File: config.mk
export PLATFORM = sky130hd
export DESIGN_NAME = axil_reg_target
export DESIGN_NICKNAME = d
export VERILOG_FILES = /design/src/hw/axil_pkg.sv /design/src/hw/axil_reg_target.sv
export VERILOG_INCLUDE_DIRS = /design/src /design/src/hw
export SDC_FILE = /design/constraint.sdc
export NUM_CORES = 1
export LEC_CHECK = 0
export BUFFER_PORTS_ARGS = -buffer_cell sky130_fd_sc_hd__clkbuf_2
export CAP_MARGIN = 20
export CELL_PAD_IN_SITES_DETAIL_PLACEMENT = 1
export CELL_PAD_IN_SITES_GLOBAL_PLACEMENT = 1
export CORE_UTILIZATION = 53
export CTS_CLUSTER_DIAMETER = 80
export DETAILED_ROUTE_END_ITERATION = 8
export PLACE_DENSITY_LB_ADDON = 0.2
export SYNTH_ARGS = -nofsm -noshare
export SYNTH_HDL_FRONTEND = slang
export SYNTH_SLANG_ARGS = --single-unit
File: constraint.sdc
create_clock -name clk -period 4.5 [get_ports clk]
set_input_delay 0.675 -clock clk [delete_from_list [all_inputs] [get_ports clk]]
set_output_delay 0.675 -clock clk [all_outputs]
set_load 0.03 [all_outputs]
File: src/hw/axil_settings.svh
// AXI4-Lite split widths, depths and constants shared by RTL and testbench
`ifndef AXIL_SETTINGS_SVH
`define AXIL_SETTINGS_SVH

// ----------------------------------------------------------
// Bus widths
// ----------------------------------------------------------
`define AXIL_ADDR_WIDTH 16
`define AXIL_DATA_WIDTH 32
`define AXIL_STRB_WIDTH (`AXIL_DATA_WIDTH / 8)

// Outstanding transactions per direction in the split
`define AXIL_MAX_OUTSTANDING 2

// ----------------------------------------------------------
// Targets
// ----------------------------------------------------------
// Trunk memory depth in words, indexed by address bits 9:2
`define AXIL_MEM_WORDS 256

// Branch register count, indexed by address bits 4:2
`define AXIL_REG_COUNT 8

// Read-only value of register 6
`define AXIL_REG_ID_VALUE 32'h5A11_0C01

`endif

File: src/hw/axil_pkg.sv
// Shared enums for the AXI4-Lite split and its two targets
package axil_pkg;

  // AXI response codes
  typedef enum logic [1:0] {
    OKAY   = 2'b00,
    EXOKAY = 2'b01,
    SLVERR = 2'b10,
    DECERR = 2'b11
  } axil_resp_e;

  // Register target sequencing
  typedef enum logic [1:0] {
    IDLE       = 2'd0,
    WRITE_RESP = 2'd1,
    READ_RESP  = 2'd2
  } reg_state_e;

  // Memory read pipeline stage occupancy
  typedef enum logic {
    EMPTY = 1'b0,
    FULL  = 1'b1
  } mem_stage_e;

endpackage

File: src/hw/axil_reg_target.sv
// AXI4-Lite control register bank with ID register and write counter
`timescale 1ns/1ps
`include "axil_settings.svh"

module axil_reg_target (
  input  logic                        clk,
  input  logic                        arst_n,
  input  logic [`AXIL_ADDR_WIDTH-1:0] awaddr,
  input  logic                        awvalid,
  output logic                        awready,
  input  logic [`AXIL_DATA_WIDTH-1:0] wdata,
  input  logic [`AXIL_STRB_WIDTH-1:0] wstrb,
  input  logic                        wvalid,
  output logic                        wready,
  output axil_pkg::axil_resp_e        bresp,
  output logic                        bvalid,
  input  logic                        bready,
  input  logic [`AXIL_ADDR_WIDTH-1:0] araddr,
  input  logic                        arvalid,
  output logic                        arready,
  output logic [`AXIL_DATA_WIDTH-1:0] rdata,
  output axil_pkg::axil_resp_e        rresp,
  output logic                        rvalid,
  input  logic                        rready
);

  import axil_pkg::*;

  localparam int idx_width = $clog2(`AXIL_REG_COUNT);
  // Last two entries are the ID and the write counter
  localparam int rw_count  = `AXIL_REG_COUNT - 2;
  localparam int id_index  = `AXIL_REG_COUNT - 2;

  reg_state_e                  state;
  logic [`AXIL_DATA_WIDTH-1:0] regs [rw_count];
  logic [`AXIL_DATA_WIDTH-1:0] wr_counter;
  logic [`AXIL_DATA_WIDTH-1:0] rd_word;
  logic [idx_width-1:0]        wr_idx;
  logic [idx_width-1:0]        rd_idx;
  logic                        wr_writable;
  logic                        wr_accept;
  logic                        rd_accept;

  assign wr_idx      = awaddr[idx_width+1:2];
  assign rd_idx      = araddr[idx_width+1:2];
  assign wr_writable = int'(wr_idx) < rw_count;

  // One transaction at a time; a write wins over a read in the same cycle
  assign wr_accept = (state == IDLE) && awvalid && wvalid;
  assign rd_accept = (state == IDLE) && arvalid && !(awvalid && wvalid);

  assign awready = wr_accept;
  assign wready  = wr_accept;
  assign arready = rd_accept;
  assign bvalid  = (state == WRITE_RESP);
  assign rvalid  = (state == READ_RESP);
  assign rresp   = OKAY;

  // ----------------------------------------------------------
  // Sequencing and register writes
  // ----------------------------------------------------------
  always_ff @(posedge clk or negedge arst_n) begin
    if (!arst_n) begin
      state      <= IDLE;
      wr_counter <= '0;
      for (int i = 0; i < rw_count; i++) begin
        regs[i] <= '0;
      end
    end else begin
      case (state)
        IDLE: begin
          if (wr_accept) begin
            state <= WRITE_RESP;
          end else if (rd_accept) begin
            state <= READ_RESP;
          end
        end
        WRITE_RESP: if (bready) state <= IDLE;
        READ_RESP:  if (rready) state <= IDLE;
        default:    state <= IDLE;
      endcase

      if (wr_accept && wr_writable) begin
        for (int b = 0; b < `AXIL_STRB_WIDTH; b++) begin
          if (wstrb[b]) begin
            regs[wr_idx][8*b +: 8] <= wdata[8*b +: 8];
          end
        end
        // Wraps naturally at the full data width
        wr_counter <= wr_counter + 1'b1;
      end
    end
  end

  // Read data selection
  always_comb begin
    if (int'(rd_idx) < rw_count) begin
      rd_word = regs[rd_idx];
    end else if (int'(rd_idx) == id_index) begin
      rd_word = `AXIL_REG_ID_VALUE;
    end else begin
      rd_word = wr_counter;
    end
  end

  // Response payload, held until the response is taken
  always_ff @(posedge clk) begin
    if (wr_accept) begin
      bresp <= wr_writable ? OKAY : SLVERR;
    end
    if (rd_accept) begin
      rdata <= rd_word;
    end
  end

endmodule

==> results of run 1 <==
-- layer usage --
layer  wire length (microns)  track usage (%)  vias up  part of all wire (%)
met1                   11500             33.4     3745                    41
met4                     454             6.55        2                   1.6
met2                   14900             46.2      121                    53
met3                    1010             3.46       37                   3.6
met5                      12                0        -                 0.043
li1                        -                -     3126                     -
-- worst register-to-register path, cell delays in order (launching register included) --
cell,delay (ps)
dfrtp_1,410
nand4bb_4,340
nor2_4,880
nand3_2,580
mux2_2,450
-- cells in the final DEF, fill, tap and decap left out, types with 4 or more instances in the layout --
cell       instances
clkbuf_16         27
nand2_1           27
and3_1             4
nand3_1           12
mux2_2           212
a21oi_1           23
clkbuf_8           7
xnor2_1           20
o211ai_1           9
xor2_1            11
mux2_1             4
clkbuf_2          83
clkbuf_1          10
nand3_4            5
buf_4              5
a22oi_1           23
dfrtp_1          226
edfxtp_1          33
nor2_1            33
inv_1             14
nand3_2           19
mux4_2            32
nand4_1            5
clkinv_2           4
o21ai_0           10
nor3_1             4
mux2i_1            9
-- flip-flops by register name (all words and copies together) (netlist names) --
signal      flops
state           2
wr_counter     32
bresp           1
rdata          32
regs          192
-- cells by family after synthesis --
logic type | after synthesis
compound gates | 66
simple gates | 134
buf+inv | 54
flops | 259
xor+xnor | 31
other cells | 1
mux | 257
fa+ha+maj | 1
-- per-stage QoR --
step | setup slack [ps] | total power (uW) | hold WS (ps)
after floorplan | 2060 | 3610 | 379
after global placement | 1520 | 3800 | 468
after detailed placement | 1430 | 3910 | 464
after CTS | 1730 | 6090 | 325
after global routing | 1580 | 6290 | 363
final | 1710 | 6040 | 278
-- area by class of cell --
cell class	count	area [sq um]
Sequential cell	259	6650
Timing Repair Buffer	93	539
Multi-Input combinational cell	492	4850
Fill cell	2040	8440
Clock inverter	7	66.3
Antenna cell	3	7.51
Inverter	14	52.6
Tap cell	280	350
Clock buffer	43	796
-- cell usage after synthesis (all sizes together), types with 11 or more instances --
| cell type | n | area, sq um |
|---|---|---|
| dfrtp | 226 | 5660 |
| nand2 | 28 | 108 |
| xor2 | 11 | 96.3 |
| a22oi | 23 | 173 |
| buf | 24 | 145 |
| nor2 | 35 | 139 |
| mux4 | 32 | 721 |
| mux2 | 216 | 2430 |
| nand3 | 36 | 338 |
| clkbuf | 16 | 60.1 |
| edfxtp | 33 | 991 |
| inv | 14 | 52.6 |
| a21oi | 23 | 115 |
| xnor2 | 20 | 175 |
-- worst max-delay path by stage --
| stage | from | endpoint | cells past startpoint |
|---|---|---|---|
| floorplan | awvalid | arready | 2 |
| global placement | awaddr[3] | regs[181] | 5 |
| detailed placement | awaddr[4] | regs[178] | 5 |
| CTS | state[0] | regs[116] | 4 |
| global route | state[0] | regs[116] | 4 |
| finish | state[0] | regs[116] | 4 |
-- power by group --
group          internal [uW]  total, uW  switching (uW)
combinational            461        906             445
sequential              2760       2970             208
clock                   1270       2160             898
total                   4490       6040            1550
==> metrics, run 1 <==
Syn. warnings 0; Routed Wire Length 27900 microns; Total GRT Usage 25.9%; Synth Instances between 800 and 900; peak supply drop 0.350 mV; final net count around 960; Post-Synth XOR/XNOR Area 2.31%; status completed; Clock Sinks 259; P per Cell Area 454 nW/um^2; TritonCTS clock tree done; Cell Rows 54; reg2reg start state[0]; simple-gate area share of the yosys netlist 7.66%; first-pass GRT wire length about 44000 microns; Setup Skew around 11 ps; final hold vios 0; Slew Limit Fails 0; DRT Pass-1 Iters 5; Critical Path RT 4900 ps; maxcap violations 0; Critical Setup Path Class reg -> reg; Worst Path Buf+Inv 0; CTS max path bufs 3; Post-synth EDFFs 33; clock slew at reported path FFs 60 ps; Die X ~150 microns; placed cell count about 1100; WP data arrival 3190 ps; routed vias/inst between 5 and 6; Iteration-0 DRC Markers 272; htree depth 1; placed cell area 12400 sq um; number of buffers added on ports between 80 and 90; Top FF cell, synth dfrtp_1; CTS buffer count 27; Compound-Gate Fraction of Synth Area 3.51%; GP Congestion 0.771; register-to-register setup slack 1710 ps; initial core utilization 54.0%; post-CTS setup repair buffer count 0; core box area 21800 sq um; DIE HEIGHT 151 microns; endpoint type of the worst setup path flip-flop; crit path max-delay cell type nor2_4; post-CTS sizing 0; post-synthesis mux area share 27.6%; die area 22800 sq um; CP max stage delay ~900 ps; fin util approximately three fifths; Yosys reg bits 259; measured slew at the worst slew-check pin about 1100 ps; DRC Markers 0; Fin Setup TNS 0 ps; min-delay worst type in -> async; RSZ-0062 raised after global routing no; Critical Path, Cell by Cell nand4bb_4 > nor2_4 > nand3_2 > mux2_2; Seq/Total Area, Yosys 56.6%; Synth async-reset ratio about 87%; final setup vio count 0; clock latency on the worst-skew pair 530 ps; Tmin final 2790 ps; final instance area about 13000 sq um; leakage power 0.00616 uW; Achievable Freq approximately 360 MHz; Mapped Area 11700 sq um; share of post-route cells with drive strength above 1 45.9%; Worst slew margin 28.9%; Synth Area in Adders 0.107%; area added between synthesis and finish 13.3%; Ports 116; grt ovf 0; # hold bufs at CTS 0; Cell variety after synth 43; R2R Path End regs[116]; vias in the first global route roughly 8000; root buffer cell clkbuf_16; crit-path leading delay family simple AND/OR/NAND/NOR gates; via count 7031; initial antenna violation count 3; Post-Layout Cell Count 1191; Avg Synthesized Cell Area roughly 15 sq um; maximum number of pins on one net before global-route repair between 100 and 150; largest family of logic cells by synthesized area multiplexers; hpwl dp 17100 microns; average routed wire per standard cell about 23 microns; Post-DRT Antenna Nets 0; CP Max Fanout 29; fin crit share 61.9%; Critical Path Source Type flip-flop; R2R depth 4
Power figures use the tool's default switching activity.
==> run 2: changes to the inputs <==
ABC_AREA = 1   (was not set)
CORE_UTILIZATION = 45   (was 53)
clock period = 2.6 ns   (was 4.5 ns; I/O delays follow)
==> run 2 against run 1 <==
Net effect: global-route usage is 0.34 points higher; wire length grew 21%; clock power up 83%; clock-buffer cell count grew 4; register-to-register slack got worse by 1100 ps; hold slack got worse by 250 ps; die area up 19%.
==> metrics, run 2 <==
status completed; CTS buffer count 29; most frequent cells in the layout nand2_1, o21ai_0, dfrtp_1, nor2_1, inv_1; R2R Path End regs[90]; GR Util met1 between 30% and 40%; average routed wire per standard cell roughly 19 microns; fin crit share 88.6%; post-CTS sizing 0; Routed Wire Length 33600 microns; maximum number of pins on one net before global-route repair 74; placed cell area 12600 sq um; top-area cell type share of the netlist area 47.7%; P per Cell Area roughly 800 nW/um^2; met3 global-route usage 3.33%; clock slew at reported path FFs 60 ps; WP data arrival roughly 1900 ps; register-to-register setup slack around 660 ps; simple-gate area share of the yosys netlist 19.4%; post-synthesis mux area share 0%; Cell variety after synth 32; Cell Rows 59; GP Congestion approximately 0.86; Largest regs regs x192, rdata x32, wr_counter x32; final hold vios 0; maxcap violations 0; Yosys reg bits about 260; core box area between 20000 and 30000 sq um; commonest cells in the netlist nand2_1, o21ai_0, dfrtp_1, nor2_1, inv_1; Iteration-0 DRC Markers 558; Total GRT Usage 26.3%; Critical Path Source Type flip-flop; R2R depth 5; Compound-Gate Fraction of Synth Area 16.4%; die area roughly 27000 sq um; number of buffers added on ports 86; Tmin final between 2000 and 2500 ps; most common cell after layout, fill and taps aside nand2_1; Post-Synth XOR/XNOR Area 1.48%; largest family of logic cells by synthesized area simple AND/OR/NAND/NOR gates; Fin Setup TNS 0 ps; share of post-route cells with drive strength above 1 16.2%; Setup Skew 12.1 ps; TritonCTS clock tree done; Post-synth EDFFs 33; measured slew at the worst slew-check pin between 500 and 600 ps; final instance area 13500 sq um; CTS max path bufs 3; Seq/Total Area, Yosys 56.1%; Slew Limit Fails 0; final net count 1486; via count 9569; area added between synthesis and finish 14.1%; Critical Path Sink arready; Critical Path RT 2210 ps; Avg Synthesized Cell Area 8.92 sq um; DRT Pass-1 Iters 5; endpoint type of the worst setup path output port; htree depth 1; GR peak layer met2; Worst slew margin 66.0%; Synth Area in Adders 0.106%; Syn. warnings 0; root buffer cell clkbuf_16; synth top area cells dfrtp_1, o21ai_0, nand2_1; initial antenna violation count 1; Clock Sinks 259; post-CTS setup repair buffer count 0; leakage power around 0.0062 uW; Achievable Freq around 430 MHz; Synth async-reset ratio between 80% and 90%; Mapped Area about 12000 sq um; Post-DRT Antenna Nets 0; most common cell in the netlist nand2_1; final setup vio count 0; initial core utilization around 46%; vias in the first global route 10000; min-delay worst type in -> reg; Top FF cell, synth dfrtp_1; Ports 116; Synth Instances 1329; largest area contributor in the netlist dfrtp_1; RSZ-0062 raised after global routing no; GR Util met2 43.4%; CP startpoint state[1]; DRC Markers 0; peak supply drop 0.588 mV; CP Max Fanout 4; Hold WS 31.7 ps; clock latency on the worst-skew pair 550 ps; first-pass GRT wire length about 55000 microns; hpwl dp between 20000 and 25000 microns; DIE HEIGHT 164 microns; multi-input logic area ~4400 sq um; antenna cells 0; filler cell count 3092; grt ovf 0; most flop-heavy register regs; register area between 6000 and 7000 sq um; max reg flops 192; routed vias/inst roughly 5.4; Critical Setup Path Class reg -> out; Die X 164 microns; reg2reg start state[1]
-- run 2: cell count changes after synthesis, sizes merged, moves of 10 or more --
cell / previous run / this run
mux4: 32 / 0
buf: 24 / 42
nand2: 28 / 335
o211ai: 9 / 39
nor2: 35 / 108
inv: 14 / 98
o21ai: 10 / 273
xnor2: 20 / 6
a21oi: 23 / 13
a22oi: 23 / 0
or2: 1 / 30
mux2: 216 / 0
o22ai: 0 / 24
-- run 2: report_power, final --
part | switching (uW) | total (uW) | internal [uW]
logic | 991 | 1540 | 552
registers | 339 | 5100 | 4760
clock network | 1620 | 3960 | 2340
-- run 2: worst min path at each step --
stage / startpoint / to / slack, ps / cells past startpoint
5_1_grt: rready / state[1] / 30 / 2
2_1_floorplan: arst_n / regs[0] / 90 / 0
6_report: bready / state[0] / 30 / 2
4_1_cts: bready / state[0] / 20 / 2
3_5_place_dp: arst_n / regs[191] / 340 / 1
3_3_place_gp: arst_n / regs[152] / 340 / 1
-- run 2: timing repair --
item                                    4_1_cts  5_1_grt
endpoints found under the hold margin        52        0
endpoints found under the setup margin        0        0
hold buffers                                  1        0
-- run 2: cell families (layout without fill, tap and decap cells) --
group           count (synthesis)  count (layout)
simple gates                  527             527
compound gates                357             357
flops                         259             259
buf+inv                       164             264
xor+xnor                       20              20
fa+ha+maj                       1               1
other cells                     1               3
-- run 2: metrics by stage --
step	std cells	util (%)	power [uW]	setup WS, ps
6_report	1766	52.0	10600	297
4_1_cts	1766	52.0	10700	252
3_5_place_dp	1713	48.5	6710	519
2_1_floorplan	1331	-	6110	732
5_1_grt	1766	52.0	11100	203
3_3_place_gp	1713	48.5	6610	616
-- run 2: cell type report --
cell class | count | share of cell area, %
clock buffers | 47 | 6.38
clock inverters | 5 | 0.370
inverters | 98 | 2.72
multi-input cells | 908 | 32.9
flip-flops and latches | 259 | 49.2
well taps | 335 | 3.10
repair buffers | 114 | 5.39
-- run 2: layer usage --
layer,vias up,wire [microns]
met2,151,16100
met4,0,997
met5,-,0
met1,4780,15400
met3,57,1120
li1,4581,-
-- run 2: critical path: stages, from the launching register on --
cell and delay [ps]:
dfrtp_1 430, nor2_4 180, nand3_1 130, inv_1 340, clkbuf_2 290
==> run 3: changes to the inputs <==
clock period = 2.4 ns   (was 2.6 ns; I/O delays follow)
==> run 3 against run 2 <==
Net effect: clock skew rose by 1.4 ps; clock power rose by 16%; hold slack improved by 15 ps; sequential share of layout area fell by 0.31 points; combinational power rose by 8%; non-clock buffer count fell by 1; flip-flop and latch count did not move; die area did not move; via count rose by 0.41%; wire length rose by 1.3%; critical path type unchanged; largest power group unchanged.
==> metrics, run 3 (synthesized netlist as in run 2, its figures left out) <==
area added between synthesis and finish 14.8%; most frequent cells in the layout nand2_1, o21ai_0, dfrtp_1, nor2_1, inv_1; share of post-route cells with drive strength above 1 16.5%; most common cell after layout, fill and taps aside nand2_1; final instance area about 14000 sq um; DRC Markers 0; DIE HEIGHT 164 microns; min-delay worst type in -> reg; sw frac 27.6%; antenna cells 0; Cell Rows 59; die area 27000 sq um; final setup vio count 0; WP data arrival 1840 ps; core box area around 26000 sq um; Logic pwr share 14.1%; maximum number of pins on one net before global-route repair 67; maxcap violations 0; grt ovf 0; CP startpoint state[1]; crit-path leading delay family buffers and inverters; peak supply drop 0.450 mV; Tmin final between 2000 and 2500 ps; Hold Path Depth 3; clock slew at reported path FFs 60 ps; Clock Sinks 259; crit path max-delay cell type dfrtp_1; register-to-register setup slack about 460 ps; via count 9608; Routed Wire Length between 30000 and 40000 microns; Total GRT Usage between 20% and 30%; Worst Path Buf+Inv 2; Critical Path Source Type flip-flop; R2R Path End regs[112]; endpoint type of the worst setup path output port; measured slew at the worst slew-check pin ~670 ps; share of power burned in registers 46.9%; Int Pwr 8540 uW; leakage power 0.00628 uW; placed cell area approximately 13000 sq um; routed vias/inst around 5.4; clock latency on the worst-skew pair 540 ps; Post-Layout Cell Count about 1800; CTS buffer count 29; max reg flops 192; Post-DRT Antenna Nets 0; Slew Limit Fails 0; final hold vios 0; hpwl dp 22400 microns; vias in the first global route 10100; Ports 116; post-CTS sizing 0; R2R depth 6; first-pass GRT wire length 55400 microns; Setup Skew 13.5 ps; Largest regs regs x192, rdata x32, wr_counter x32; CP max stage delay 440 ps; Critical Setup Path Class reg -> out; part of the power in the clock network 39.0%; Worst slew margin 55.3%; initial antenna violation count 0; TritonCTS clock tree done; Critical Path, Cell by Cell nor2_4 > nand3_1 > inv_1 > clkbuf_2; root buffer cell clkbuf_16; Critical Path RT 2040 ps; CTS max path bufs 3; Iteration-0 DRC Markers 629; placed cell count 1710; DRT Pass-1 Iters 5; Achievable Freq around 460 MHz; average routed wire per standard cell between 15 and 20 microns; htree depth 1; reg2reg start state[1]; fin crit share 91.5%; number of buffers added on ports 86; initial core utilization 45.6%; RSZ-0062 raised after global routing no; Fin Setup TNS 0 ps; hold_sp wdata[25]; # hold bufs at CTS 3; most flop-heavy register regs; status completed; P per Cell Area 867 nW/um^2; Die X 164 microns; CP Max Fanout 4; P_sw 3260 uW; post-CTS setup repair buffer count 0; GP Congestion 0.853; WHS Endpoint regs[153]; final net count approximately 1500
run 3: worst min-delay path, cell delays in order:
cell,delay (ps)
clkbuf_2,90
nand2_1,40
o21ai_0,60
run 3: worst max path at each step:
stage                endpoint  depth (start not counted)
finish                arready                          4
global route          arready                          4
CTS                   arready                          4
detailed placement  rdata[12]                          5
global placement    rdata[12]                          5
floorplan            rdata[0]                          3
run 3: metal layers:
metal	wire [microns]	track usage [%]
met2	16200	43.5
met5	0	0
met3	1330	3.69
met1	15800	37.0
met4	805	7.32
run 3: final cells by class:
type | instances | area, sq um
Clock buffer | 36 | 802
Clock inverter | 17 | 186
Fill cell | 3071 | 12400
Inverter | 98 | 368
Multi-Input combinational cell | 908 | 4450
Sequential cell | 259 | 6650
Tap cell | 335 | 419
Timing Repair Buffer | 113 | 738
run 3: per-stage QoR:
stage | utilization (%) | total power [uW] | hold WS, ps | worst slack [ps]
6_report | 52.4 | 11800 | 46.6 | 204
5_1_grt | 52.4 | 12400 | 58.6 | 88.7
4_1_cts | 52.4 | 11900 | 31.4 | 153
3_5_place_dp | 48.4 | 7260 | 368 | 408
3_3_place_gp | 48.4 | 7150 | 365 | 434
2_1_floorplan | - | 6620 | 64.4 | 532
run 3: power groups by stage:
stage	clock, uW	sequential [uW]	combinational (uW)
global placement	0	5560	1590
detailed placement	0	5590	1660
floorplan	0	5620	1000
finish	4600	5530	1670
CTS	4700	5530	1690
global route	4840	5610	1910
