## src/hw/axil_settings.svh

```systemverilog
// AXI4-Lite split widths, depths and constants shared by RTL and testbench
`ifndef AXIL_SETTINGS_SVH
`define AXIL_SETTINGS_SVH

// ----------------------------------------------------------
// Bus widths
// ----------------------------------------------------------
`define AXIL_ADDR_WIDTH 16
`define AXIL_DATA_WIDTH 32
`define AXIL_STRB_WIDTH (`AXIL_DATA_WIDTH / 8)

// Outstanding transactions per direction in the split
`define AXIL_MAX_OUTSTANDING 2

// ----------------------------------------------------------
// Targets
// ----------------------------------------------------------
// Trunk memory depth in words, indexed by address bits 9:2
`define AXIL_MEM_WORDS 256

// Branch register count, indexed by address bits 4:2
`define AXIL_REG_COUNT 8

// Read-only value of register 6
`define AXIL_REG_ID_VALUE 32'h5A11_0C01

`endif

```

## src/hw/axil_pkg.sv

```systemverilog
// Shared enums for the AXI4-Lite split and its two targets
package axil_pkg;

  // AXI response codes
  typedef enum logic [1:0] {
    OKAY   = 2'b00,
    EXOKAY = 2'b01,
    SLVERR = 2'b10,
    DECERR = 2'b11
  } axil_resp_e;

  // Register target sequencing
  typedef enum logic [1:0] {
    IDLE       = 2'd0,
    WRITE_RESP = 2'd1,
    READ_RESP  = 2'd2
  } reg_state_e;

  // Memory read pipeline stage occupancy
  typedef enum logic {
    EMPTY = 1'b0,
    FULL  = 1'b1
  } mem_stage_e;

endpackage

```

## src/hw/axil_split.sv

```systemverilog
// AXI4-Lite 1:2 address split with ordering guard and response merge
`timescale 1ns/1ps
`include "axil_settings.svh"

module axil_split (
  input  logic                        clk,
  input  logic                        arst_n,
  input  logic [`AXIL_ADDR_WIDTH-1:0] branch_start_addr,
  input  logic [`AXIL_ADDR_WIDTH-1:0] branch_end_addr,

  // Root side, driven by the initiator
  input  logic [`AXIL_ADDR_WIDTH-1:0] root_awaddr,
  input  logic                        root_awvalid,
  output logic                        root_awready,
  input  logic [`AXIL_DATA_WIDTH-1:0] root_wdata,
  input  logic [`AXIL_STRB_WIDTH-1:0] root_wstrb,
  input  logic                        root_wvalid,
  output logic                        root_wready,
  output axil_pkg::axil_resp_e        root_bresp,
  output logic                        root_bvalid,
  input  logic                        root_bready,
  input  logic [`AXIL_ADDR_WIDTH-1:0] root_araddr,
  input  logic                        root_arvalid,
  output logic                        root_arready,
  output logic [`AXIL_DATA_WIDTH-1:0] root_rdata,
  output axil_pkg::axil_resp_e        root_rresp,
  output logic                        root_rvalid,
  input  logic                        root_rready,

  // Branch side
  output logic [`AXIL_ADDR_WIDTH-1:0] branch_awaddr,
  output logic                        branch_awvalid,
  input  logic                        branch_awready,
  output logic [`AXIL_DATA_WIDTH-1:0] branch_wdata,
  output logic [`AXIL_STRB_WIDTH-1:0] branch_wstrb,
  output logic                        branch_wvalid,
  input  logic                        branch_wready,
  input  axil_pkg::axil_resp_e        branch_bresp,
  input  logic                        branch_bvalid,
  output logic                        branch_bready,
  output logic [`AXIL_ADDR_WIDTH-1:0] branch_araddr,
  output logic                        branch_arvalid,
  input  logic                        branch_arready,
  input  logic [`AXIL_DATA_WIDTH-1:0] branch_rdata,
  input  axil_pkg::axil_resp_e        branch_rresp,
  input  logic                        branch_rvalid,
  output logic                        branch_rready,

  // Trunk side
  output logic [`AXIL_ADDR_WIDTH-1:0] trunk_awaddr,
  output logic                        trunk_awvalid,
  input  logic                        trunk_awready,
  output logic [`AXIL_DATA_WIDTH-1:0] trunk_wdata,
  output logic [`AXIL_STRB_WIDTH-1:0] trunk_wstrb,
  output logic                        trunk_wvalid,
  input  logic                        trunk_wready,
  input  axil_pkg::axil_resp_e        trunk_bresp,
  input  logic                        trunk_bvalid,
  output logic                        trunk_bready,
  output logic [`AXIL_ADDR_WIDTH-1:0] trunk_araddr,
  output logic                        trunk_arvalid,
  input  logic                        trunk_arready,
  input  logic [`AXIL_DATA_WIDTH-1:0] trunk_rdata,
  input  axil_pkg::axil_resp_e        trunk_rresp,
  input  logic                        trunk_rvalid,
  output logic                        trunk_rready
);

  import axil_pkg::*;

  localparam int count_width = $clog2(`AXIL_MAX_OUTSTANDING + 1);

  logic                   aw_in_branch;
  logic                   ar_in_branch;
  logic [count_width-1:0] wr_count;
  logic [count_width-1:0] rd_count;
  logic                   last_aw_branch;
  logic                   last_ar_branch;
  logic                   wr_allowed;
  logic                   rd_allowed;
  logic                   wr_request;
  logic                   aw_accept;
  logic                   ar_accept;
  logic                   b_done;
  logic                   r_done;

  // ----------------------------------------------------------
  // Decode and ordering guard
  // ----------------------------------------------------------
  assign aw_in_branch = (root_awaddr >= branch_start_addr) && (root_awaddr <= branch_end_addr);
  assign ar_in_branch = (root_araddr >= branch_start_addr) && (root_araddr <= branch_end_addr);

  // Same target as the last one, or nothing in flight, and room left
  assign wr_allowed = (wr_count != count_width'(`AXIL_MAX_OUTSTANDING)) &&
                      ((wr_count == '0) || (last_aw_branch == aw_in_branch));
  assign rd_allowed = (rd_count != count_width'(`AXIL_MAX_OUTSTANDING)) &&
                      ((rd_count == '0) || (last_ar_branch == ar_in_branch));

  // Address and data go out together
  assign wr_request = root_awvalid && root_wvalid && wr_allowed;

  assign branch_awvalid = wr_request && aw_in_branch;
  assign branch_wvalid  = wr_request && aw_in_branch;
  assign trunk_awvalid  = wr_request && !aw_in_branch;
  assign trunk_wvalid   = wr_request && !aw_in_branch;
  assign branch_arvalid = root_arvalid && rd_allowed && ar_in_branch;
  assign trunk_arvalid  = root_arvalid && rd_allowed && !ar_in_branch;

  assign root_awready = (branch_awvalid && branch_awready) || (trunk_awvalid && trunk_awready);
  assign root_wready  = (branch_wvalid && branch_wready) || (trunk_wvalid && trunk_wready);
  assign root_arready = (branch_arvalid && branch_arready) || (trunk_arvalid && trunk_arready);

  assign aw_accept = root_awvalid && root_awready;
  assign ar_accept = root_arvalid && root_arready;
  assign b_done    = root_bvalid && root_bready;
  assign r_done    = root_rvalid && root_rready;

  // In-flight counters and last-target flags
  always_ff @(posedge clk or negedge arst_n) begin
    if (!arst_n) begin
      wr_count       <= '0;
      rd_count       <= '0;
      last_aw_branch <= 1'b0;
      last_ar_branch <= 1'b0;
    end else begin
      if (aw_accept != b_done) begin
        wr_count <= aw_accept ? wr_count + 1'b1 : wr_count - 1'b1;
      end
      if (ar_accept != r_done) begin
        rd_count <= ar_accept ? rd_count + 1'b1 : rd_count - 1'b1;
      end
      if (aw_accept) begin
        last_aw_branch <= aw_in_branch;
      end
      if (ar_accept) begin
        last_ar_branch <= ar_in_branch;
      end
    end
  end

  // Requests are broadcast; only the valid tells the target apart
  assign branch_awaddr = root_awaddr;
  assign trunk_awaddr  = root_awaddr;
  assign branch_wdata  = root_wdata;
  assign trunk_wdata   = root_wdata;
  assign branch_wstrb  = root_wstrb;
  assign trunk_wstrb   = root_wstrb;
  assign branch_araddr = root_araddr;
  assign trunk_araddr  = root_araddr;

  // ----------------------------------------------------------
  // Response merge
  // ----------------------------------------------------------
  // At most one target responds at a time thanks to the guard above
  assign root_bvalid = branch_bvalid || trunk_bvalid;
  assign root_bresp  = axil_resp_e'(({2{branch_bvalid}} & branch_bresp) |
                                    ({2{trunk_bvalid}} & trunk_bresp));
  assign root_rvalid = branch_rvalid || trunk_rvalid;
  assign root_rresp  = axil_resp_e'(({2{branch_rvalid}} & branch_rresp) |
                                    ({2{trunk_rvalid}} & trunk_rresp));
  assign root_rdata  = ({`AXIL_DATA_WIDTH{branch_rvalid}} & branch_rdata) |
                       ({`AXIL_DATA_WIDTH{trunk_rvalid}} & trunk_rdata);

  assign branch_bready = root_bready;
  assign trunk_bready  = root_bready;
  assign branch_rready = root_rready;
  assign trunk_rready  = root_rready;

endmodule

```

## config.mk

```make
export PLATFORM = sky130hd
export DESIGN_NAME = axil_split
export DESIGN_NICKNAME = d
export VERILOG_FILES = /design/src/hw/axil_pkg.sv /design/src/hw/axil_split.sv
export VERILOG_INCLUDE_DIRS = /design/src /design/src/hw
export SDC_FILE = /design/constraint.sdc
export NUM_CORES = 1
export LEC_CHECK = 0
export ABC_AREA = 0
export ABC_CLOCK_PERIOD_IN_PS = 3300
export BUFFER_PORTS_ARGS = -buffer_cell sky130_fd_sc_hd__buf_4
export CORE_AREA = 2 2 145 147
export CTS_BUF_LIST = sky130_fd_sc_hd__clkbuf_4
export DETAILED_ROUTE_END_ITERATION = 10
export DIE_AREA = 0 0 147 149
export SETUP_SLACK_MARGIN = 0.02
export SLEW_MARGIN = 40
export SYNTH_ARGS = -nofsm -noshare
export SYNTH_HDL_FRONTEND = slang
export SYNTH_SLANG_ARGS = --single-unit
```

## constraint.sdc

```tcl
create_clock -name clk -period 3.3 [get_ports clk]
set_input_delay 0.165 -clock clk [delete_from_list [all_inputs] [get_ports clk]]
set_output_delay 0.165 -clock clk [all_outputs]
set_load 0.01 [all_outputs]
```

==> results of run 1 <==
-- cell type report --
| class | count | area [um2] |
|---|---|---|
| antenna | 1 | 2.50 |
| multi-input combinational | 238 | 2010 |
| sequential | 6 | 150 |
| clock buffer | 3 | 22.5 |
| tap | 275 | 344 |
| inverter | 39 | 146 |
| fill | 2309 | 15900 |
| timing repair buffer | 268 | 2010 |
-- power by group --
group | switching (mW) | internal, mW | total, mW
clock network | 0.0270 | 0.0412 | 0.0682
registers | 0.0530 | 0.111 | 0.164
logic | 0.357 | 0.423 | 0.780
-- layer usage --
| layer | up-vias | routed length (um) | GRT usage, % |
|---|---|---|---|
| met5 | - | 13 | 0 |
| met1 | 1477 | 4960 | 12.1 |
| met2 | 233 | 7500 | 24.3 |
| met3 | 6 | 1560 | 4.56 |
| li1 | 1632 | - | - |
| met4 | 2 | 141 | 1.20 |
-- synth_stat cells (2+ instances only) --
| master | n | share of area (%) |
|---|---|---|
| inv_1 | 39 | 4.3 |
| nand2_1 | 22 | 2.4 |
| dfrtp_1 | 6 | 4.4 |
| or2_2 | 2 | 0.37 |
| ha_1 | 64 | 24 |
| a211oi_1 | 2 | 0.44 |
| a221oi_1 | 2 | 0.51 |
| nor4_2 | 2 | 0.74 |
| mux2i_1 | 5 | 1.5 |
| nor2b_1 | 4 | 0.74 |
| o21ai_0 | 12 | 1.8 |
| nand4_1 | 11 | 2.0 |
| xnor2_1 | 5 | 1.3 |
| nor4_1 | 2 | 0.37 |
| o211ai_1 | 2 | 0.44 |
| a21oi_1 | 23 | 3.4 |
| a22o_1 | 38 | 9.8 |
| clkbuf_1 | 9 | 0.99 |
| nand3_1 | 7 | 1.0 |
| o211a_1 | 3 | 0.88 |
| nor3_1 | 2 | 0.29 |
| buf_4 | 142 | 31 |
| a2111o_1 | 2 | 0.66 |
| and3_1 | 2 | 0.37 |
| nor2_1 | 7 | 0.77 |
-- per-stage QoR --
stage | power, mW | setup slack [ps] | cells
detailed placement | 0.955 | 584 | 825
global route | 1.12 | 346 | 830
floorplan | 0.700 | 1100 | 434
finish | 1.01 | 665 | 830
global placement | 0.947 | 677 | 825
CTS | 1.03 | 567 | 829
-- worst max-delay path, delay by kind of cell --
kind                     cells  cell delay, ps
AND/OR/NAND/NOR              2             310
buffers and inverters        3             370
adder cells (fa/ha/maj)      1             230
multiplexers                 1             330
AO/OA/AOI/OAI                4            1060
-- flip-flops by register name, summed over array words and instances, names as in the netlist --
| name | cells |
|---|---|
| last_ar_branch | 1 |
| wr_count | 2 |
| rd_count | 2 |
| last_aw_branch | 1 |
-- kinds of logic (layout without fill, tap and decap cells) --
family | after synthesis | after routing | share of synthesized area [%]
muxes | 7 | 7 | 2.32
buffers and inverters | 190 | 310 | 36.6
xor gates and xnor gates | 6 | 6 | 1.54
DFF | 6 | 6 | 4.41
adders and majority gates | 64 | 64 | 23.5
and+or+nand+nor | 67 | 67 | 10.4
other | 0 | 1 | 0
AOI/OAI and AO/OA | 94 | 94 | 21.1
-- worst paths after layout --
path	from	to	slack [ps]	cells past startpoint
max in group asynchronous	arst_n	last_ar_branch$_DFFE_PN0P_	2900	2
setup / recovery	root_araddr[0]	root_arready	660	11
hold / removal	branch_awready	last_aw_branch$_DFFE_PN0P_	160	2
min in group asynchronous	arst_n	wr_count[1]$_DFFE_PN0P_	280	2
hold reg to reg	wr_count[1]$_DFFE_PN0P_	wr_count[1]$_DFFE_PN0P_	550	2
setup reg to reg	rd_count[0]$_DFFE_PN0P_	rd_count[1]$_DFFE_PN0P_	1520	7
-- repair_timing --
| action | 4_1_cts | 5_1_grt |
|---|---|---|
| hold endpoints to repair | 6 | 0 |
| hold buffers | 1 | 0 |
| endpoints found under the setup margin | 0 | 0 |
==> results by group, run 1 <==
Critical path
  • CP endpoint kind: output port
  • Slowest-stage cell, CP: o32ai_4
  • WP data arrival: 2470 ps
  • Crit path launch type: input port
  • CP Cell Sequence: buf_4 -> inv_1 -> ha_1 -> nor3b_1 -> o21ai_0 -> a21oi_1 -> nor4_2 -> o32ai_4 -> mux2i_1 -> a21boi_0 -> buf_4
  • Most common cell on crit path: buf_4
  • Setup CP Type: input port to output port
  • CP max FO: 6
  • Critical path data required time: around 3100 ps
  • Critical path's largest stage delay: 400 ps

Timing
  • Minimum clock period: between 2000 and 3000 ps
  • Fin crit share: 79.9%
  • Least-Margin Pin Slew: approximately 430 ps
  • Final setup fails: 0
  • Max transition margin: a little under three quarters
  • RSZ-0062 raised after global routing: false
  • Hold Slack: around 160 ps
  • F_max: roughly 380 MHz
  • Max-slew violations: 0
  • Total negative setup slack: 0 ps
  • Layout Skew: around 0.064 ps
  • Hold Fails Final Rpt: 0

Floorplan
  • Die height: between 100 and 150 um
  • Core area: slightly above 20,000 um2
  • Num ports: roughly 380
  • DIE WIDTH: 147 um
  • Die Area: roughly 22,000 um2
  • Rows: 53
  • Initial Util: 16.5%

Global route
  • First-pass GRT wire length: 20,200 um
  • Grt ovf: 0
  • Total Routing Usage GR: about an eighth
  • Largest net degree at the start of global routing: 36
  • Antenna violations before repair: 2
  • Number of global-route vias before repair: between 3,000 and 4,000

Synth
  • Cells after Synth: ~430
  • Ys Warns: 0
  • Sequential fraction of the synthesis area: roughly 4.4%
  • Number of enable flip-flop cells after synthesis: 0
  • Synth Cell Area: between 3000 and 4000 um2
  • Asr flop ratio synth: between 90% and 100%
  • Syn nets: 687
  • Yosys cell types: between 40 and 50
  • Top FF cell, synth: dfrtp_1
  • #FFs+latches synth: 6
  • Syn Area/Cell: approximately 7.8 um2

Clock tree
  • Htree depth: 1
  • Post-CTS Setup Inserts: 0
  • TritonCTS buffer count: 3
  • Worst-Skew Late Latency: 240 ps
  • Clock Sinks: 6
  • Post_cts resized: 0
  • Clock slew at reported path FFs: ~50 ps
  • CTS tree: yes
  • Deepest clock path buffer count: 2
  • CTS root buffer: clkbuf_4

Drt
  • Remaining DRCs: 0
  • DRT Pass-1 Iters: 4
  • Via density: around 4.0
  • Wirelength per Cell: ~17 um
  • Vias: 3,350
  • Antenna Nets Post-Route: 0
  • Total Routed Length: 14,200 um
  • Iter 0 DRT Violations: 84

Placed design
  • Cell Area, Placed: 4650 um2
  • Hpwl dp: 13,100 um
  • RePlAce Congestion: just under 0.8
  • IO Port Bufs: 267

Final layout
  • Commonest cells after routing, fill and taps aside: 267 x buf_4, 64 x ha_1, 39 x inv_1, 38 x a22o_1, 23 x a21oi_1
  • Final instance area: roughly 4700 um2
  • Layout area overhead: 37.7%
  • Most common cell after layout, fill and taps aside: buf_4
  • Post-Route Utilization: between 20% and 30%
  • Proportion of layout cells with a drive suffix above 1: 50.9%
  • Nets: 809

Power and ir drop
  • Pwr dens: 216 nW/um2
  • VDD IR max: 0.119 mV
  • Pleak: 2.54 nW

Run status
  • Run status: complete, no violations

Hold path
  • Hold Path Class: input port to register

Flow run
  • Max-cap violations: 0
Note: power is estimated with default switching activity, not from simulation.
==> inputs of run 2 (changes only) <==
--- a/config.mk
+++ b/config.mk
@@ -7,12 +7,12 @@
 export NUM_CORES = 1
 export LEC_CHECK = 0
 export ABC_AREA = 0
-export ABC_CLOCK_PERIOD_IN_PS = 3300
+export ABC_CLOCK_PERIOD_IN_PS = 2400
 export BUFFER_PORTS_ARGS = -buffer_cell sky130_fd_sc_hd__buf_4
-export CORE_AREA = 2 2 145 147
+export CORE_AREA = 2 2 144 146
 export CTS_BUF_LIST = sky130_fd_sc_hd__clkbuf_4
 export DETAILED_ROUTE_END_ITERATION = 10
-export DIE_AREA = 0 0 147 149
+export DIE_AREA = 0 0 146 148
 export SETUP_SLACK_MARGIN = 0.02
 export SLEW_MARGIN = 40
 export SYNTH_ARGS = -nofsm -noshare
==> constraint.sdc (replaced) <==
create_clock -name clk -period 2.4 [get_ports clk]
set_input_delay 0.12 -clock clk [delete_from_list [all_inputs] [get_ports clk]]
set_output_delay 0.12 -clock clk [all_outputs]
set_load 0.01 [all_outputs]
==> results by group, run 2 (synthesized netlist as in run 1, its figures left out) <==
Final layout
  • Post-Route Utilization: 25.0% (+2.2 points)
  • Fin cells: 845 (+1.8%)
  • Fill cells: 2,241 (-2.9%)
  • Proportion of layout cells with a drive suffix above 1: 56.8% (+5.9 points)
  • Commonest cells after routing, fill and taps aside: 284 x buf_4, 57 x ha_1, 38 x a22o_1, 36 x inv_1, 22 x nand2_1
  • Regs by FF count: rd_count: 2 flops, wr_count: 2 flops
  • Most common cell after layout, fill and taps aside: buf_4
  • Nets: 829 (+2.5%)
  • Layout area overhead: 47.1%

Timing
  • Fin crit share: between 90% and 100%
  • Hold Slack: 108 ps (-55.2 ps)
  • RSZ-0062 raised after global routing: false
  • Final setup fails: 0 (unchanged)
  • Max-slew violations: 0 (unchanged)
  • Hold Fails Final Rpt: 0 (unchanged)
  • Minimum clock period: ~2300 ps
  • Least-Margin Pin Slew: 432 ps (-1.53 ps)
  • F_max: about 430 MHz
  • Final WS setup: 91.0 ps (-574 ps)
  • Layout Skew: 12.2 ps (+12.2 ps)
  • Max transition margin: 70.9% (-0.16 points)

Placed design
  • IO Port Bufs: 267 (unchanged)
  • Hpwl dp: 12,800 um (-1.9%)
  • Placed Instances: 835 (+1.2%)
  • Pre-CTS setup slack: -167 ps (-752 ps)
  • RePlAce Congestion: 0.756 (-3.7%)

Power and ir drop
  • VDD IR max: 0.201 mV (+70%)
  • Tot Pwr: 1.49 mW (+47%)
  • Pwr dens: 298 nW/um2 (+38%)
  • Pleak: 2.66 nW (+4.4%)

Drt
  • Remaining DRCs: 0 (unchanged)
  • DRT Pass-1 Iters: 4 (unchanged)
  • Total Routed Length: 14,100 um (-0.61%)
  • Wirelength per Cell: 16.7 um (-2.4%)
  • Antenna Nets Post-Route: 0 (unchanged)
  • Vias: 3,442 (+2.7%)
  • Via density: 4.07 (+0.92%)
  • Iter 0 DRT Violations: 86 (+2.4%)

Critical path
  • WP data arrival: 2190 ps (-280 ps)
  • Most common cell on crit path: buf_4
  • CP max FO: 5 (-1)
  • Crit path launch type: input port
  • Critical path data required time: 2280 ps (-850 ps)
  • Setup CP Type: input port to output port
  • CP Cell Sequence: buf_4 -> inv_1 -> ha_1 -> nand4_1 -> a211oi_2 -> o41ai_2 -> buf_4 -> a21oi_1 -> o32a_4 -> and3b_2 -> a22o_1 -> buf_6
  • Critical path's largest stage delay: 310 ps (-90 ps)
  • Slowest-stage cell, CP: ha_1
  • CP endpoint kind: output port

Floorplan
  • Rows: 52 (-1.9%)
  • Initial Util: 17.0% (+0.43 points)
  • Num ports: 376 (unchanged)
  • DIE WIDTH: 146 um (-0.68%)
  • Core area: 20,000 um2 (-2.5%)
  • Die height: 148 um (-0.67%)
  • Die Area: 21,600 um2 (-1.3%)

Global route
  • Grt ovf: 0 (unchanged)
  • Total Routing Usage GR: 12.3% (+0.27 points)
  • Largest net degree at the start of global routing: 36 (unchanged)
  • First-pass GRT wire length: 20,300 um (+0.41%)
  • Number of global-route vias before repair: 3,463 (+2.0%)
  • Antenna violations before repair: 0 (-2)

Clock tree
  • Htree depth: 1 (unchanged)
  • Worst-Skew Late Latency: 250 ps (about the same)
  • CTS root buffer: clkbuf_4
  • Deepest clock path buffer count: 2 (unchanged)
  • Clock Sinks: 6 (unchanged)
  • CTS tree: yes
  • Clock slew at reported path FFs: 50 ps (about the same)
  • TritonCTS buffer count: 3 (unchanged)

Flow run
  • Max-cap violations: 0 (unchanged)

Run status
  • Run status: complete, no violations

Hold path
  • Hold Path Class: input port to register
## run 2: cell types whose count changed in the layout (fill, tap and decap cells not counted), sizes merged
cell | previous run | this run
buf | 267 | 287
## run 2: worst max-delay path, delay by kind of cell
kind / cells / cell delay [ps]
compound gates: 5 / 980
fa+ha+maj: 1 / 310
buf+inv: 4 / 390
simple gates: 2 / 390
## run 2: final cells by class
class,instances,area (um2),area share [%]
repair buffers,288,2180,43.5
diodes,1,2.50,0.0500
well taps,270,338,6.75
clock buffers,3,22.5,0.450
flip-flops and latches,6,150,3.00
multi-input cells,238,2170,43.3
inverters,39,146,2.93
## run 2: layer usage
layer	GRT usage, %	share of wire [%]	vias up
met1	12.6	35	1521
met5	0	0	-
met4	0.922	0.67	0
li1	-	-	1680
met3	4.63	10	15
met2	24.7	54	226
## run 2: what timing repair did
action | 4_1_cts | 5_1_grt
buffers inserted | 4 | 1
endpoints found under the hold margin | 6 | 0
resized for setup | 16 | 18
hold buffers | 1 | 0
endpoints found under the setup margin | 3 | 6
pin swaps | 6 | 9
## run 2: final timing paths
kind	from	slack (ps)	cells after the start	to
max	branch_start_addr[9]	90	12	root_wready
min	branch_awready	110	2	last_aw_branch$_DFFE_PN0P_
max reg2reg	rd_count[0]$_DFFE_PN0P_	500	8	rd_count[1]$_DFFE_PN0P_
min reg2reg	wr_count[1]$_DFFE_PN0P_	560	2	wr_count[1]$_DFFE_PN0P_
max in group asynchronous	arst_n	2050	2	rd_count[1]$_DFFE_PN0P_
min in group asynchronous	arst_n	210	2	last_ar_branch$_DFFE_PN0P_
## run 2: power breakdown
group	internal [mW]	switching (mW)	total, mW
Combinational	0.641	0.519	1.16
Sequential	0.152	0.0778	0.230
Clock	0.0569	0.0416	0.0985
Total	0.851	0.638	1.49
## run 2: through the flow
step	cell area, um2	TNS (ps)
after floorplan	3400	0
after global placement	4760	-79.7
after detailed placement	4760	-389
after CTS	4890	0
after global routing	5000	0
final	5000	0
